<file path="config.mk">
export PLATFORM = sky130hd
export DESIGN_NAME = cu_cache
export DESIGN_NICKNAME = d
export VERILOG_FILES = /design/src/hw/cu_cache_pkg.sv /design/src/hw/sync_fifo.sv /design/src/hw/cache_cmd_sequencer.sv /design/src/hw/cu_cache.sv
export SDC_FILE = /design/constraint.sdc
export NUM_CORES = 2
export LEC_CHECK = 0
export BUFFER_PORTS_ARGS = -buffer_cell sky130_fd_sc_hd__buf_4
export CORE_ASPECT_RATIO = 0.6
export CORE_MARGIN = 5
export CORE_UTILIZATION = 34
export DETAILED_ROUTE_END_ITERATION = 10
export PLACE_DENSITY = 0.51
export SETUP_SLACK_MARGIN = 0.2
export SLEW_MARGIN = 15
export SYNTH_ARGS = -nofsm -noshare
export SYNTH_HDL_FRONTEND = slang
export SYNTH_SLANG_ARGS = --single-unit
</file>
<file path="constraint.sdc">
create_clock -name ap_clk -period 12.5 [get_ports ap_clk]
set_input_delay 0 -clock ap_clk [delete_from_list [all_inputs] [get_ports ap_clk]]
set_output_delay 0 -clock ap_clk [all_outputs]
set_load 0.005 [all_outputs]
</file>
<file path="src/hw/cu_cache_pkg.sv">
/*
  Widths, FIFO sizing, command codes and sequencer states for the cache port
  Request record packs as {cmd, addr, wdata, wstrb, tag}, MSB first
  Response record packs as {cmd, tag, rdata}, MSB first
  STRB_W must stay DATA_W / 8, one strobe per byte lane
  FIFO_PROG_THRESH must stay below FIFO_DEPTH
*/
`default_nettype none

package cu_cache_pkg;

  // --------------------
  // Field widths
  // --------------------
  localparam int ADDR_W = 16;
  localparam int DATA_W = 32;
  localparam int STRB_W = DATA_W / 8;
  localparam int TAG_W  = 8;

  // Byte address, word data, byte lanes, request tag
  typedef logic [ADDR_W-1:0] addr_t;
  typedef logic [DATA_W-1:0] data_t;
  typedef logic [STRB_W-1:0] strb_t;
  typedef logic [TAG_W-1:0]  tag_t;

  // --------------------
  // Command codes
  // --------------------
  typedef logic cmd_t;

  localparam cmd_t CMD_READ  = 1'b0;
  localparam cmd_t CMD_WRITE = 1'b1;

  // --------------------
  // Packed record widths
  // --------------------
  localparam int REQ_BITS = $bits(cmd_t) + ADDR_W + DATA_W + STRB_W + TAG_W;
  localparam int RSP_BITS = $bits(cmd_t) + TAG_W + DATA_W;

  // --------------------
  // FIFO sizing
  // --------------------
  localparam int FIFO_DEPTH       = 16;
  // Entries at which prog_full rises
  localparam int FIFO_PROG_THRESH = 12;

  // Command sequencer states
  typedef enum logic [2:0] {
    seq_reset,
    seq_ready,
    seq_read_trans,
    seq_read,
    seq_write_trans,
    seq_write,
    seq_pop_trans,
    seq_pop
  } seq_state_e;

endpackage

`default_nettype wire

</file>
<file path="src/hw/sync_fifo.sv">
/*
  Synchronous FIFO, first word fall through
  Head entry is always on dout_o, valid only while empty_o is low
  Writes while full and reads while empty are dropped
  prog_full_o is a level, high while count >= PROG_THRESH
  Storage has no reset, only pointers and count are cleared
*/
`timescale 1ns/1ps
`default_nettype none

module sync_fifo #(
  parameter int WIDTH       = 32,
  parameter int DEPTH       = 16,
  parameter int PROG_THRESH = 12
) (
  input  logic             ap_clk,
  input  logic             areset_control,
  input  logic             wr_en_i,
  input  logic [WIDTH-1:0] din_i,
  input  logic             rd_en_i,
  output logic [WIDTH-1:0] dout_o,
  output logic             empty_o,
  output logic             full_o,
  output logic             prog_full_o
);

  // Circular storage
  logic [WIDTH-1:0] mem [DEPTH];

  logic [$clog2(DEPTH)-1:0]   wr_ptr;
  logic [$clog2(DEPTH)-1:0]   rd_ptr;
  // Occupancy, needs one more state than DEPTH
  logic [$clog2(DEPTH+1)-1:0] count;

  logic do_wr;
  logic do_rd;

  // Accepted operations only
  assign do_wr = wr_en_i & ~full_o;
  assign do_rd = rd_en_i & ~empty_o;

  // --------------------
  // Pointers and count
  // --------------------
  always_ff @(posedge ap_clk) begin
    if (areset_control) begin
      wr_ptr <= '0;
      rd_ptr <= '0;
      count  <= '0;
    end else begin
      // Wrap explicitly, DEPTH need not be a power of two
      if (do_wr) begin
        wr_ptr <= (wr_ptr == DEPTH - 1) ? '0 : wr_ptr + 1'b1;
      end
      if (do_rd) begin
        rd_ptr <= (rd_ptr == DEPTH - 1) ? '0 : rd_ptr + 1'b1;
      end
      case ({do_wr, do_rd})
        2'b10:   count <= count + 1'b1;
        2'b01:   count <= count - 1'b1;
        default: count <= count;
      endcase
    end
  end

  // Storage write
  always_ff @(posedge ap_clk) begin
    if (do_wr) begin
      mem[wr_ptr] <= din_i;
    end
  end

  // Head entry falls through
  assign dout_o = mem[rd_ptr];

  // Status levels
  assign empty_o     = (count == 0);
  assign full_o      = (count == DEPTH);
  assign prog_full_o = (count >= PROG_THRESH);

endmodule

`default_nettype wire

</file>
<file path="src/hw/cache_cmd_sequencer.sv">
/*
  Command sequencer, one memory command in flight at a time
  Starts only with a head entry, response FIFO below prog_full and mem_ready_i
  mem_valid_o is a one-cycle strobe, strobes are forced to zero for reads
  Reads wait for a single mem_rvalid_i pulse, writes expect no reply
  Request pop and response push are issued together from pop_trans
*/
`timescale 1ns/1ps
`default_nettype none

module cache_cmd_sequencer (
  input  logic                              ap_clk,
  input  logic                              areset_control,
  input  logic                              req_empty_i,
  input  logic [cu_cache_pkg::REQ_BITS-1:0] req_head_i,
  input  logic                              rsp_prog_full_i,
  input  logic                              mem_ready_i,
  input  logic                              mem_rvalid_i,
  input  cu_cache_pkg::data_t               mem_rdata_i,
  output logic                              req_pop_o,
  output logic                              rsp_push_o,
  output logic [cu_cache_pkg::RSP_BITS-1:0] rsp_din_o,
  output logic                              mem_valid_o,
  output cu_cache_pkg::addr_t               mem_addr_o,
  output cu_cache_pkg::data_t               mem_wdata_o,
  output cu_cache_pkg::strb_t               mem_wstrb_o,
  output logic                              busy_o
);

  cu_cache_pkg::seq_state_e state_q;
  cu_cache_pkg::seq_state_e state_d;

  // Fields of the request FIFO head
  cu_cache_pkg::cmd_t  head_cmd;
  cu_cache_pkg::addr_t head_addr;
  cu_cache_pkg::data_t head_wdata;
  cu_cache_pkg::strb_t head_wstrb;
  cu_cache_pkg::tag_t  head_tag;

  // Command copy carried into the response
  cu_cache_pkg::cmd_t  cmd_q;
  cu_cache_pkg::tag_t  tag_q;
  cu_cache_pkg::data_t rdata_q;
  cu_cache_pkg::data_t rsp_rdata;

  logic issue_ok;

  assign {head_cmd, head_addr, head_wdata, head_wstrb, head_tag} = req_head_i;

  // Work waiting, room for its response, memory willing
  assign issue_ok = ~req_empty_i & ~rsp_prog_full_i & mem_ready_i;

  // --------------------
  // State register
  // --------------------
  always_ff @(posedge ap_clk) begin
    if (areset_control) begin
      state_q <= cu_cache_pkg::seq_reset;
    end else begin
      state_q <= state_d;
    end
  end

  // Next state
  always_comb begin
    state_d = state_q;
    case (state_q)
      cu_cache_pkg::seq_reset: begin
        state_d = cu_cache_pkg::seq_ready;
      end
      cu_cache_pkg::seq_ready: begin
        if (issue_ok && head_cmd == cu_cache_pkg::CMD_READ) begin
          state_d = cu_cache_pkg::seq_read_trans;
        end else if (issue_ok) begin
          state_d = cu_cache_pkg::seq_write_trans;
        end
      end
      // Strobe is registered here, visible in the next state
      cu_cache_pkg::seq_read_trans:  state_d = cu_cache_pkg::seq_read;
      cu_cache_pkg::seq_read: begin
        if (mem_rvalid_i) begin
          state_d = cu_cache_pkg::seq_pop_trans;
        end
      end
      cu_cache_pkg::seq_write_trans: state_d = cu_cache_pkg::seq_write;
      cu_cache_pkg::seq_write:       state_d = cu_cache_pkg::seq_pop_trans;
      cu_cache_pkg::seq_pop_trans:   state_d = cu_cache_pkg::seq_pop;
      cu_cache_pkg::seq_pop:         state_d = cu_cache_pkg::seq_ready;
      default:                       state_d = cu_cache_pkg::seq_reset;
    endcase
  end

  // --------------------
  // Registered strobes
  // --------------------
  always_ff @(posedge ap_clk) begin
    if (areset_control) begin
      mem_valid_o <= 1'b0;
      req_pop_o   <= 1'b0;
      rsp_push_o  <= 1'b0;
    end else begin
      mem_valid_o <= (state_q == cu_cache_pkg::seq_read_trans) ||
                     (state_q == cu_cache_pkg::seq_write_trans);
      // Pop and push land on the same edge
      req_pop_o   <= (state_q == cu_cache_pkg::seq_pop_trans);
      rsp_push_o  <= (state_q == cu_cache_pkg::seq_pop_trans);
    end
  end

  // --------------------
  // Command payload
  // --------------------
  // Head stays put until the pop, so tracking it every cycle is safe
  always_ff @(posedge ap_clk) begin
    mem_addr_o  <= head_addr;
    mem_wdata_o <= head_wdata;
    mem_wstrb_o <= (head_cmd == cu_cache_pkg::CMD_WRITE) ? head_wstrb : '0;
    cmd_q       <= head_cmd;
    tag_q       <= head_tag;
  end

  // Read data capture
  always_ff @(posedge ap_clk) begin
    if (mem_rvalid_i) begin
      rdata_q <= mem_rdata_i;
    end
  end

  // Writes return zero data
  assign rsp_rdata = (cmd_q == cu_cache_pkg::CMD_WRITE) ? '0 : rdata_q;
  assign rsp_din_o = {cmd_q, tag_q, rsp_rdata};

  assign busy_o = (state_q != cu_cache_pkg::seq_ready);

endmodule

`default_nettype wire

</file>
<file path="src/hw/cu_cache.sv">
/*
  Command front end of the cache port, memory port is the outer boundary
  req_valid_i is a one-cycle strobe, hold off while req_prog_full_o is high
  A strobe into a full request FIFO is lost
  Responses leave in request order, two cycles after their pop
  done_o lags the idle condition by two registers
*/
`timescale 1ns/1ps
`default_nettype none

module cu_cache (
  input  logic                ap_clk,
  input  logic                areset_control,
  input  logic                req_valid_i,
  input  cu_cache_pkg::cmd_t  req_cmd_i,
  input  cu_cache_pkg::addr_t req_addr_i,
  input  cu_cache_pkg::data_t req_wdata_i,
  input  cu_cache_pkg::strb_t req_wstrb_i,
  input  cu_cache_pkg::tag_t  req_tag_i,
  input  logic                mem_ready_i,
  input  logic                mem_rvalid_i,
  input  cu_cache_pkg::data_t mem_rdata_i,
  input  logic                rsp_ready_i,
  output logic                req_prog_full_o,
  output logic                mem_valid_o,
  output cu_cache_pkg::addr_t mem_addr_o,
  output cu_cache_pkg::data_t mem_wdata_o,
  output cu_cache_pkg::strb_t mem_wstrb_o,
  output logic                rsp_valid_o,
  output cu_cache_pkg::cmd_t  rsp_cmd_o,
  output cu_cache_pkg::tag_t  rsp_tag_o,
  output cu_cache_pkg::data_t rsp_rdata_o,
  output logic                done_o
);

  // Input register
  logic                              req_valid_q;
  logic [cu_cache_pkg::REQ_BITS-1:0] req_din_q;

  // Request FIFO
  logic [cu_cache_pkg::REQ_BITS-1:0] req_head;
  logic                              req_pop;
  logic                              req_empty;
  logic                              req_full;

  // Response FIFO
  logic [cu_cache_pkg::RSP_BITS-1:0] rsp_din;
  logic [cu_cache_pkg::RSP_BITS-1:0] rsp_head;
  logic                              rsp_push;
  logic                              rsp_pop;
  logic                              rsp_empty;
  logic                              rsp_prog_full;

  // Output stage
  logic                              rsp_ready_q;
  logic                              rsp_valid_s1;
  logic [cu_cache_pkg::RSP_BITS-1:0] rsp_s1;

  logic seq_busy;
  logic idle;
  logic done_s1;

  // --------------------
  // Input register
  // --------------------
  always_ff @(posedge ap_clk) begin
    if (areset_control) begin
      req_valid_q <= 1'b0;
    end else begin
      req_valid_q <= req_valid_i;
    end
  end

  always_ff @(posedge ap_clk) begin
    req_din_q <= {req_cmd_i, req_addr_i, req_wdata_i, req_wstrb_i, req_tag_i};
  end

  // Request queue, push one cycle after the strobe
  sync_fifo #(
    .WIDTH       (cu_cache_pkg::REQ_BITS),
    .DEPTH       (cu_cache_pkg::FIFO_DEPTH),
    .PROG_THRESH (cu_cache_pkg::FIFO_PROG_THRESH)
  ) req_fifo_i (
    .ap_clk         (ap_clk),
    .areset_control (areset_control),
    .wr_en_i        (req_valid_q),
    .din_i          (req_din_q),
    .rd_en_i        (req_pop),
    .dout_o         (req_head),
    .empty_o        (req_empty),
    .full_o         (req_full),
    .prog_full_o    (req_prog_full_o)
  );

  cache_cmd_sequencer seq_i (
    .ap_clk          (ap_clk),
    .areset_control  (areset_control),
    .req_empty_i     (req_empty),
    .req_head_i      (req_head),
    .rsp_prog_full_i (rsp_prog_full),
    .mem_ready_i     (mem_ready_i),
    .mem_rvalid_i    (mem_rvalid_i),
    .mem_rdata_i     (mem_rdata_i),
    .req_pop_o       (req_pop),
    .rsp_push_o      (rsp_push),
    .rsp_din_o       (rsp_din),
    .mem_valid_o     (mem_valid_o),
    .mem_addr_o      (mem_addr_o),
    .mem_wdata_o     (mem_wdata_o),
    .mem_wstrb_o     (mem_wstrb_o),
    .busy_o          (seq_busy)
  );

  // Response queue, never fills since the sequencer stops at prog_full
  sync_fifo #(
    .WIDTH       (cu_cache_pkg::RSP_BITS),
    .DEPTH       (cu_cache_pkg::FIFO_DEPTH),
    .PROG_THRESH (cu_cache_pkg::FIFO_PROG_THRESH)
  ) rsp_fifo_i (
    .ap_clk         (ap_clk),
    .areset_control (areset_control),
    .wr_en_i        (rsp_push),
    .din_i          (rsp_din),
    .rd_en_i        (rsp_pop),
    .dout_o         (rsp_head),
    .empty_o        (rsp_empty),
    .full_o         (),
    .prog_full_o    (rsp_prog_full)
  );

  // --------------------
  // Output stage
  // --------------------
  // Pop on the registered ready
  assign rsp_pop = rsp_ready_q & ~rsp_empty;

  always_ff @(posedge ap_clk) begin
    if (areset_control) begin
      rsp_ready_q  <= 1'b0;
      rsp_valid_s1 <= 1'b0;
      rsp_valid_o  <= 1'b0;
    end else begin
      rsp_ready_q  <= rsp_ready_i;
      rsp_valid_s1 <= rsp_pop;
      rsp_valid_o  <= rsp_valid_s1;
    end
  end

  // Payload follows the valid pipeline
  always_ff @(posedge ap_clk) begin
    rsp_s1                              <= rsp_head;
    {rsp_cmd_o, rsp_tag_o, rsp_rdata_o} <= rsp_s1;
  end

  // --------------------
  // Done
  // --------------------
  assign idle = req_empty & rsp_empty & ~seq_busy & mem_ready_i;

  always_ff @(posedge ap_clk) begin
    if (areset_control) begin
      done_s1 <= 1'b0;
      done_o  <= 1'b0;
    end else begin
      done_s1 <= idle;
      done_o  <= done_s1;
    end
  end

endmodule

`default_nettype wire

</file>
# Yosys cells after proc, flatten, opt, wreduce, memory -nomap -nowiden
# Memory sizes are Yosys's and may differ from the RTL's. A register that Yosys moved wholly into a read port is not among the register bits.
# Cells that the tools add are included.
# totals
input_bits,99
wordCells,100
ff_bits,232
ramBits,1632
n_memories,2
out_inout_bits,97
# op_classes
eq_ne,20
bitwise_logic,17
order_cmp,2
n_mux,17
add_sub_neg,8
n_reduce_logical,9
# mem_list
name,words,word_bits,read_ports,rd_clocked_by_memory_dff,wr,line_no,source
req_fifo_i.mem,16,61,1,1,1,sync_fifo.sv:28,logic [WIDTH-1:0] mem [DEPTH];
rsp_fifo_i.mem,16,41,1,1,1,sync_fifo.sv:28,
# ops
operator,count
2-to-1 mux 32 bit,1
2-to-1 mux 4 bit,6
case mux 3 bit (7 select lines),1
case mux 5 bit (2 select lines),2
"adder 4 x 1 -> 4 bit, second input constant",4
"== test 4 bit, second input constant",4
"== test 3 bit, second input constant",4
"adder 5 x 1 -> 5 bit, second input constant",2
AND 1 bit,10
"== test 5 bit, second input constant",2
"greater-or-equal comparator 5 x 4 -> 1 bit, second input constant",2
logical NOT 5 bit,2
"subtractor 5 x 1 -> 5 bit, second input constant",2
2-to-1 mux 3 bit,3
inverter 1 bit,7
"== test 3 x 2 -> 1 bit, second input constant",2
"!= test 3 x 1 -> 1 bit, second input constant",2
"== test 2 x 1 -> 1 bit, second input constant",2
"== test 2 bit, second input constant",2
2-to-1 mux 1 bit,4
nonzero test 2 bit,2
"== test 3 x 1 -> 1 bit, second input constant",1
logical NOT 3 bit,1
"!= test 2 bit, second input constant",1
other kinds (4),4

# Logic depth before layout (Yosys ltp)
# depth
ltp_word,7
depth_mapped,14
mapped_depth_nobuf,11

# Cells and area by module
# Synthesis repeated with hierarchy kept, for this count alone.
# unflattened
cells_unflattened,3068
hier_area_um2,68679.6
# by_module_without_submodules
module,cells_each,area_per_inst_um2,instances,seq_area_each_um2
sync_fifo (req_fifo_i),1619,37423.4,1,29648.4
sync_fifo (rsp_fifo_i),1133,25524.5,1,20039.2
cu_cache,157,3045.4,1,2982.9
cache_cmd_sequencer,159,2686.3,1,2282.2

# Least setup slack after synthesis
# No wires, ideal clock.
# synth_timing
kind,reg2reg
start,register req_fifo_i.count[1]
end,"memory req_fifo_i.mem[3][0] in the netlist's numbering, enable pin"
path_stages_with_launch,6
setup_time_ns,0.555
period_less_slack_ns,5.729
required_ns,11.945
arrival_time_ns,5.174
setup_slack_ns,6.771
n_path_buf,1
path_cell_list,dfxtp_1 -> buf_2 -> nor4_1 -> a21boi_2 -> nand2_1 -> nor3_1
# synth_between
elab_chain_cells,5
# synth_lines
element,line_no,source
"start, declared",sync_fifo.sv:33,logic [$clog2(DEPTH+1)-1:0] count;
"start signal, assigned",sync_fifo.sv:59,2'b10: count <= count + 1'b1;
"start signal, assigned",sync_fifo.sv:60,2'b01: count <= count - 1'b1;
"start signal, assigned",sync_fifo.sv:61,default: count <= count;
== test 5 bit,sync_fifo.sv:78,assign full_o = (count == DEPTH);
inverter 1 bit,sync_fifo.sv:39,assign do_wr = wr_en_i & ~full_o;
AND 1 bit,sync_fifo.sv:39,
2-to-1 mux 1 bit,sync_fifo.sv:68,if (do_wr) begin
2-to-1 mux 1 bit (implied by the code),sync_fifo.sv:69,mem[wr_ptr] <= din_i;
"end, declared",sync_fifo.sv:28,
# No other way between the ends.

==> results by group <==
Run status
  • Status: complete, no violations

Worst setup path
  • Worst Path Arrival: roughly 4700 ps
  • Reg-to-reg endpoint: seq_i.mem_wstrb_o[0]
  • R2R setup slack: around 8500 ps
  • Worst-path fanout max: 70
  • Worst reg2reg path depth: 5
  • Crit path required time: around 13000 ps
  • Startpoint Class: register
  • Setup CP Type: reg -> reg
  • Critical path capture point type: register

Global route
  • GRT overflow: 0
  • Gr usage total: 14.6%
  • Vias in the first global route: ~33000
  • Antenna violations before repair: 5
  • First-pass GRT wire length: 229 mm
  • Pin count of the biggest net entering global routing: 106

Synthesis
  • Synth Area in Simple Gates: under 10%
  • Mapped Area: slightly below 70000 um2
  • Syn_nets: 3070
  • Post-synth EDFFs: approximately 1700
  • Post-Synth Adder-Cell Area: 0.327%
  • Top FF cell, synth: edfxtp_1
  • Complex-gate fraction of the synthesized area: around 1.3%
  • Largest family of logic cells by synthesized area: multiplexers
  • Sequential area share after synthesis: between 70% and 80%
  • Yosys reg bits: between 1500 and 2000
  • Post-synth ARST share: 0%
  • Syn. warnings: 0
  • Gate Count Post-Synth: 2953
  • Post-synthesis xor/xnor area fraction: less than 1%
  • Mux contribution to synthesized area: 16.0%
  • Distinct cells, synth: 47
  • Average size of a mapped cell: between 20 and 25 um2

Power
  • LEAKAGE: about 0.025 uW
  • Gate power share: about 1.5%
  • Peak supply drop: 0.0976 mV
  • PwrDens: between 150 and 200 nW/um2
  • Int Pwr: between 10000 and 15000 uW
  • Clk pwr share: 43.4%
  • Pwr Total: approximately 13000 uW
  • Net Sw Frac: about a fifth
  • Sw power: 2530 uW
  • Power share of the sequential group: around 55%

Floorplan
  • Initial core utilization: approximately a third
  • Placement row count: ~130
  • Ports: 196
  • Die extent in x: roughly 600 um
  • Die Height: approximately 360 um
  • Die area: approximately 210000 um2
  • Core ar.: between 200000 and 250000 um2

Clock network
  • H-tree levels: 4
  • CTS tree: yes
  • Maximum clock path buffer count: 4
  • Clk Tree Root Cell: clkbuf_16
  • Clock slew seen by the registers of the worst setup and hold paths: roughly 60 ps
  • Post-cts resize count: 0
  • Cts bufs inserted: roughly 190
  • Total clock sinks: around 1900
  • Clock latency on the worst-skew pair: 820 ps
  • # Post-CTS Setup Buffers: 0
  • Hold-fix buffers, CTS: 195

Timing
  • Fin crit period: around 4000 ps
  • Final Setup Violations: 0
  • Unrepaired setup endpoints after global routing: no
  • Slew HR: a little under a quarter
  • Final number of max-transition violations: 0
  • Slew @ Worst Pin: between 1000 and 1500 ps
  • Final period utilization: 32.3%
  • Sum Neg Setup Slack: 0 ps
  • Final hold viol count: 0
  • Fmax: roughly 250 MHz
  • Post-route clock skew: approximately 83 ps
  • Hold Slack: 237 ps

Finish
  • Fill cells: around 18000
  • Layout cells sized above 1: between 20% and 30%
  • Area delta synth->final: 18.5%
  • Design area: 81700 um2
  • Fin cells: 6320
  • Nets@finish: ~3600
  • Number of diodes: 0

Placement
  • # port buffers: approximately 200
  • Cell Area, Placed: ~74000 um2
  • Gpl congestion: about 0.68
  • Final HPWL DP: about 77 mm
  • Placed cell count: just under 6000

Min path
  • Min-delay worst type: in -> reg
  • Hold Path Sink: req_fifo_i.wr_ptr[2]
  • Hold Startpoint: areset_control
  • Cells on Worst Hold Path: 3

Detailed routing
  • DRC errors left: 0
  • DR vias/cell: just under 5
  • Final ANT Viol Nets: 0
  • Post-Route WL: 157 mm
  • WL per Instance: roughly 25 um
  • Vias post-DR: 31100
  • First-iteration detailed-routing DRC count: 2843
  • DR pass1 iterations: 7

Run
  • Max-Cap Viols: 0
[how the worst max path moves through the flow]
stage / to / cells after the start
floorplan: req_fifo_i.mem[3][0] / 5
global placement: seq_i.mem_addr_o[4] / 4
detailed placement: seq_i.mem_addr_o[10] / 4
CTS: seq_i.mem_addr_o[10] / 4
global route: seq_i.mem_addr_o[7] / 4
finish: seq_i.mem_wstrb_o[0] / 5
[layout by cell type, fill, tap and decap left out, drive strengths merged, types with 11 or more instances in the layout]
cell	netlist	routed
inv	12	16
a211oi	42	42
dlygate4sd3	0	195
dfxtp	245	245
o21ai	11	11
bufinv	0	12
clkbuf	68	260
buf	81	255
ha	18	18
a21oi	56	56
nor3	11	11
nor2b	83	83
clkinv	0	53
edfxtp	1664	1664
nor2	49	49
mux4	468	468
mux2i	47	47
nand2	24	24
[layout make-up]
cell class	instances	area [um2]	share of cell area, %
multi-input cells	883	13500	16.5
clock buffers	260	5210	6.37
repair buffers	450	3880	4.75
flip-flops and latches	1909	54900	67.2
inverters	12	50.0	0.0613
clock inverters	76	734	0.899
well taps	2730	3420	4.18
[metal layers]
layer	vias to the layer above	GRT usage [%]	wire length, um
li1	13300	-	-
met1	16800	22.6	75900
met2	853	21.5	69300
met3	199	2.62	8590
met4	0	3.10	2880
met5	-	0	0
[sequential cells by signal (all words and copies together), names as in the netlist, 3 cells and up, named ones only]
register / count
req_fifo_i.rd_ptr: 4
rsp_fifo_i.rd_ptr: 4
req_din_q: 61
seq_i.state_q: 3
req_fifo_i.wr_ptr: 4
rsp_rdata_o: 32
req_fifo_i.mem: 976
seq_i.mem_addr_o: 16
rsp_fifo_i.wr_ptr: 4
seq_i.tag_q: 8
rsp_tag_o: 8
rsp_fifo_i.mem: 656
seq_i.mem_wstrb_o: 4
rsp_fifo_i.count: 5
seq_i.mem_wdata_o: 32
rsp_s1: 41
seq_i.rdata_q: 32
req_fifo_i.count: 5
[kinds of logic (layout without fill, tap and decap cells)]
kind of cell / count (synthesis) / after routing
xor+xnor: 13 / 13
simple gates: 197 / 197
fa+ha+maj: 18 / 18
buf+inv: 161 / 798
flops: 1909 / 1909
mux: 517 / 517
compound gates: 138 / 138
[power groups by stage]
stage | registers (uW) | clock network (uW) | logic, uW
finish | 7040 | 5530 | 190
detailed placement | 7180 | 0 | 148
CTS | 7040 | 5710 | 195
global placement | 7170 | 0 | 145
floorplan | 7150 | 0 | 65.4
global route | 7040 | 5990 | 208
[synth_stat cells (3+ instances only)]
master / count / area [um2]
edfxtp_1: 1664 / 50000
mux4_2: 468 / 10500
dfxtp_1: 245 / 4900
nor2b_1: 83 / 519
clkbuf_1: 68 / 255
a21oi_1: 56 / 280
nor2_1: 49 / 184
mux2i_1: 47 / 470
a211oi_1: 42 / 315
buf_2: 31 / 155
nand2_1: 24 / 90.1
buf_1: 20 / 75.1
buf_4: 20 / 150
ha_1: 18 / 225
inv_1: 11 / 41.3
nor3_1: 11 / 55.1
buf_6: 10 / 113
nand2b_1: 10 / 62.6
o21ai_0: 10 / 50.1
xor2_1: 10 / 87.6
a31oi_1: 5 / 31.3
a21o_1: 4 / 30.0
nand3_1: 4 / 20.0
or3_1: 4 / 25.0
a22oi_1: 3 / 22.5
a311oi_1: 3 / 26.3
nand3b_1: 3 / 22.5
o22ai_1: 3 / 18.8
xnor2_1: 3 / 26.3
[critical path, stage by stage (launching register included)]
cell and delay (ps):
dfxtp_4 920, buf_4 880, buf_4 950, mux4_2 420
mux4_2 470, nor2b_1 140
[through the flow]
stage | util [%] | setup slack, ps
after floorplan | - | 6770
after global placement | 36.5 | 8460
after detailed placement | 36.5 | 8380
after CTS | 40.4 | 8400
after global routing | 40.4 | 8160
final | 40.4 | 8460
Note: power is estimated with default switching activity, not from simulation.
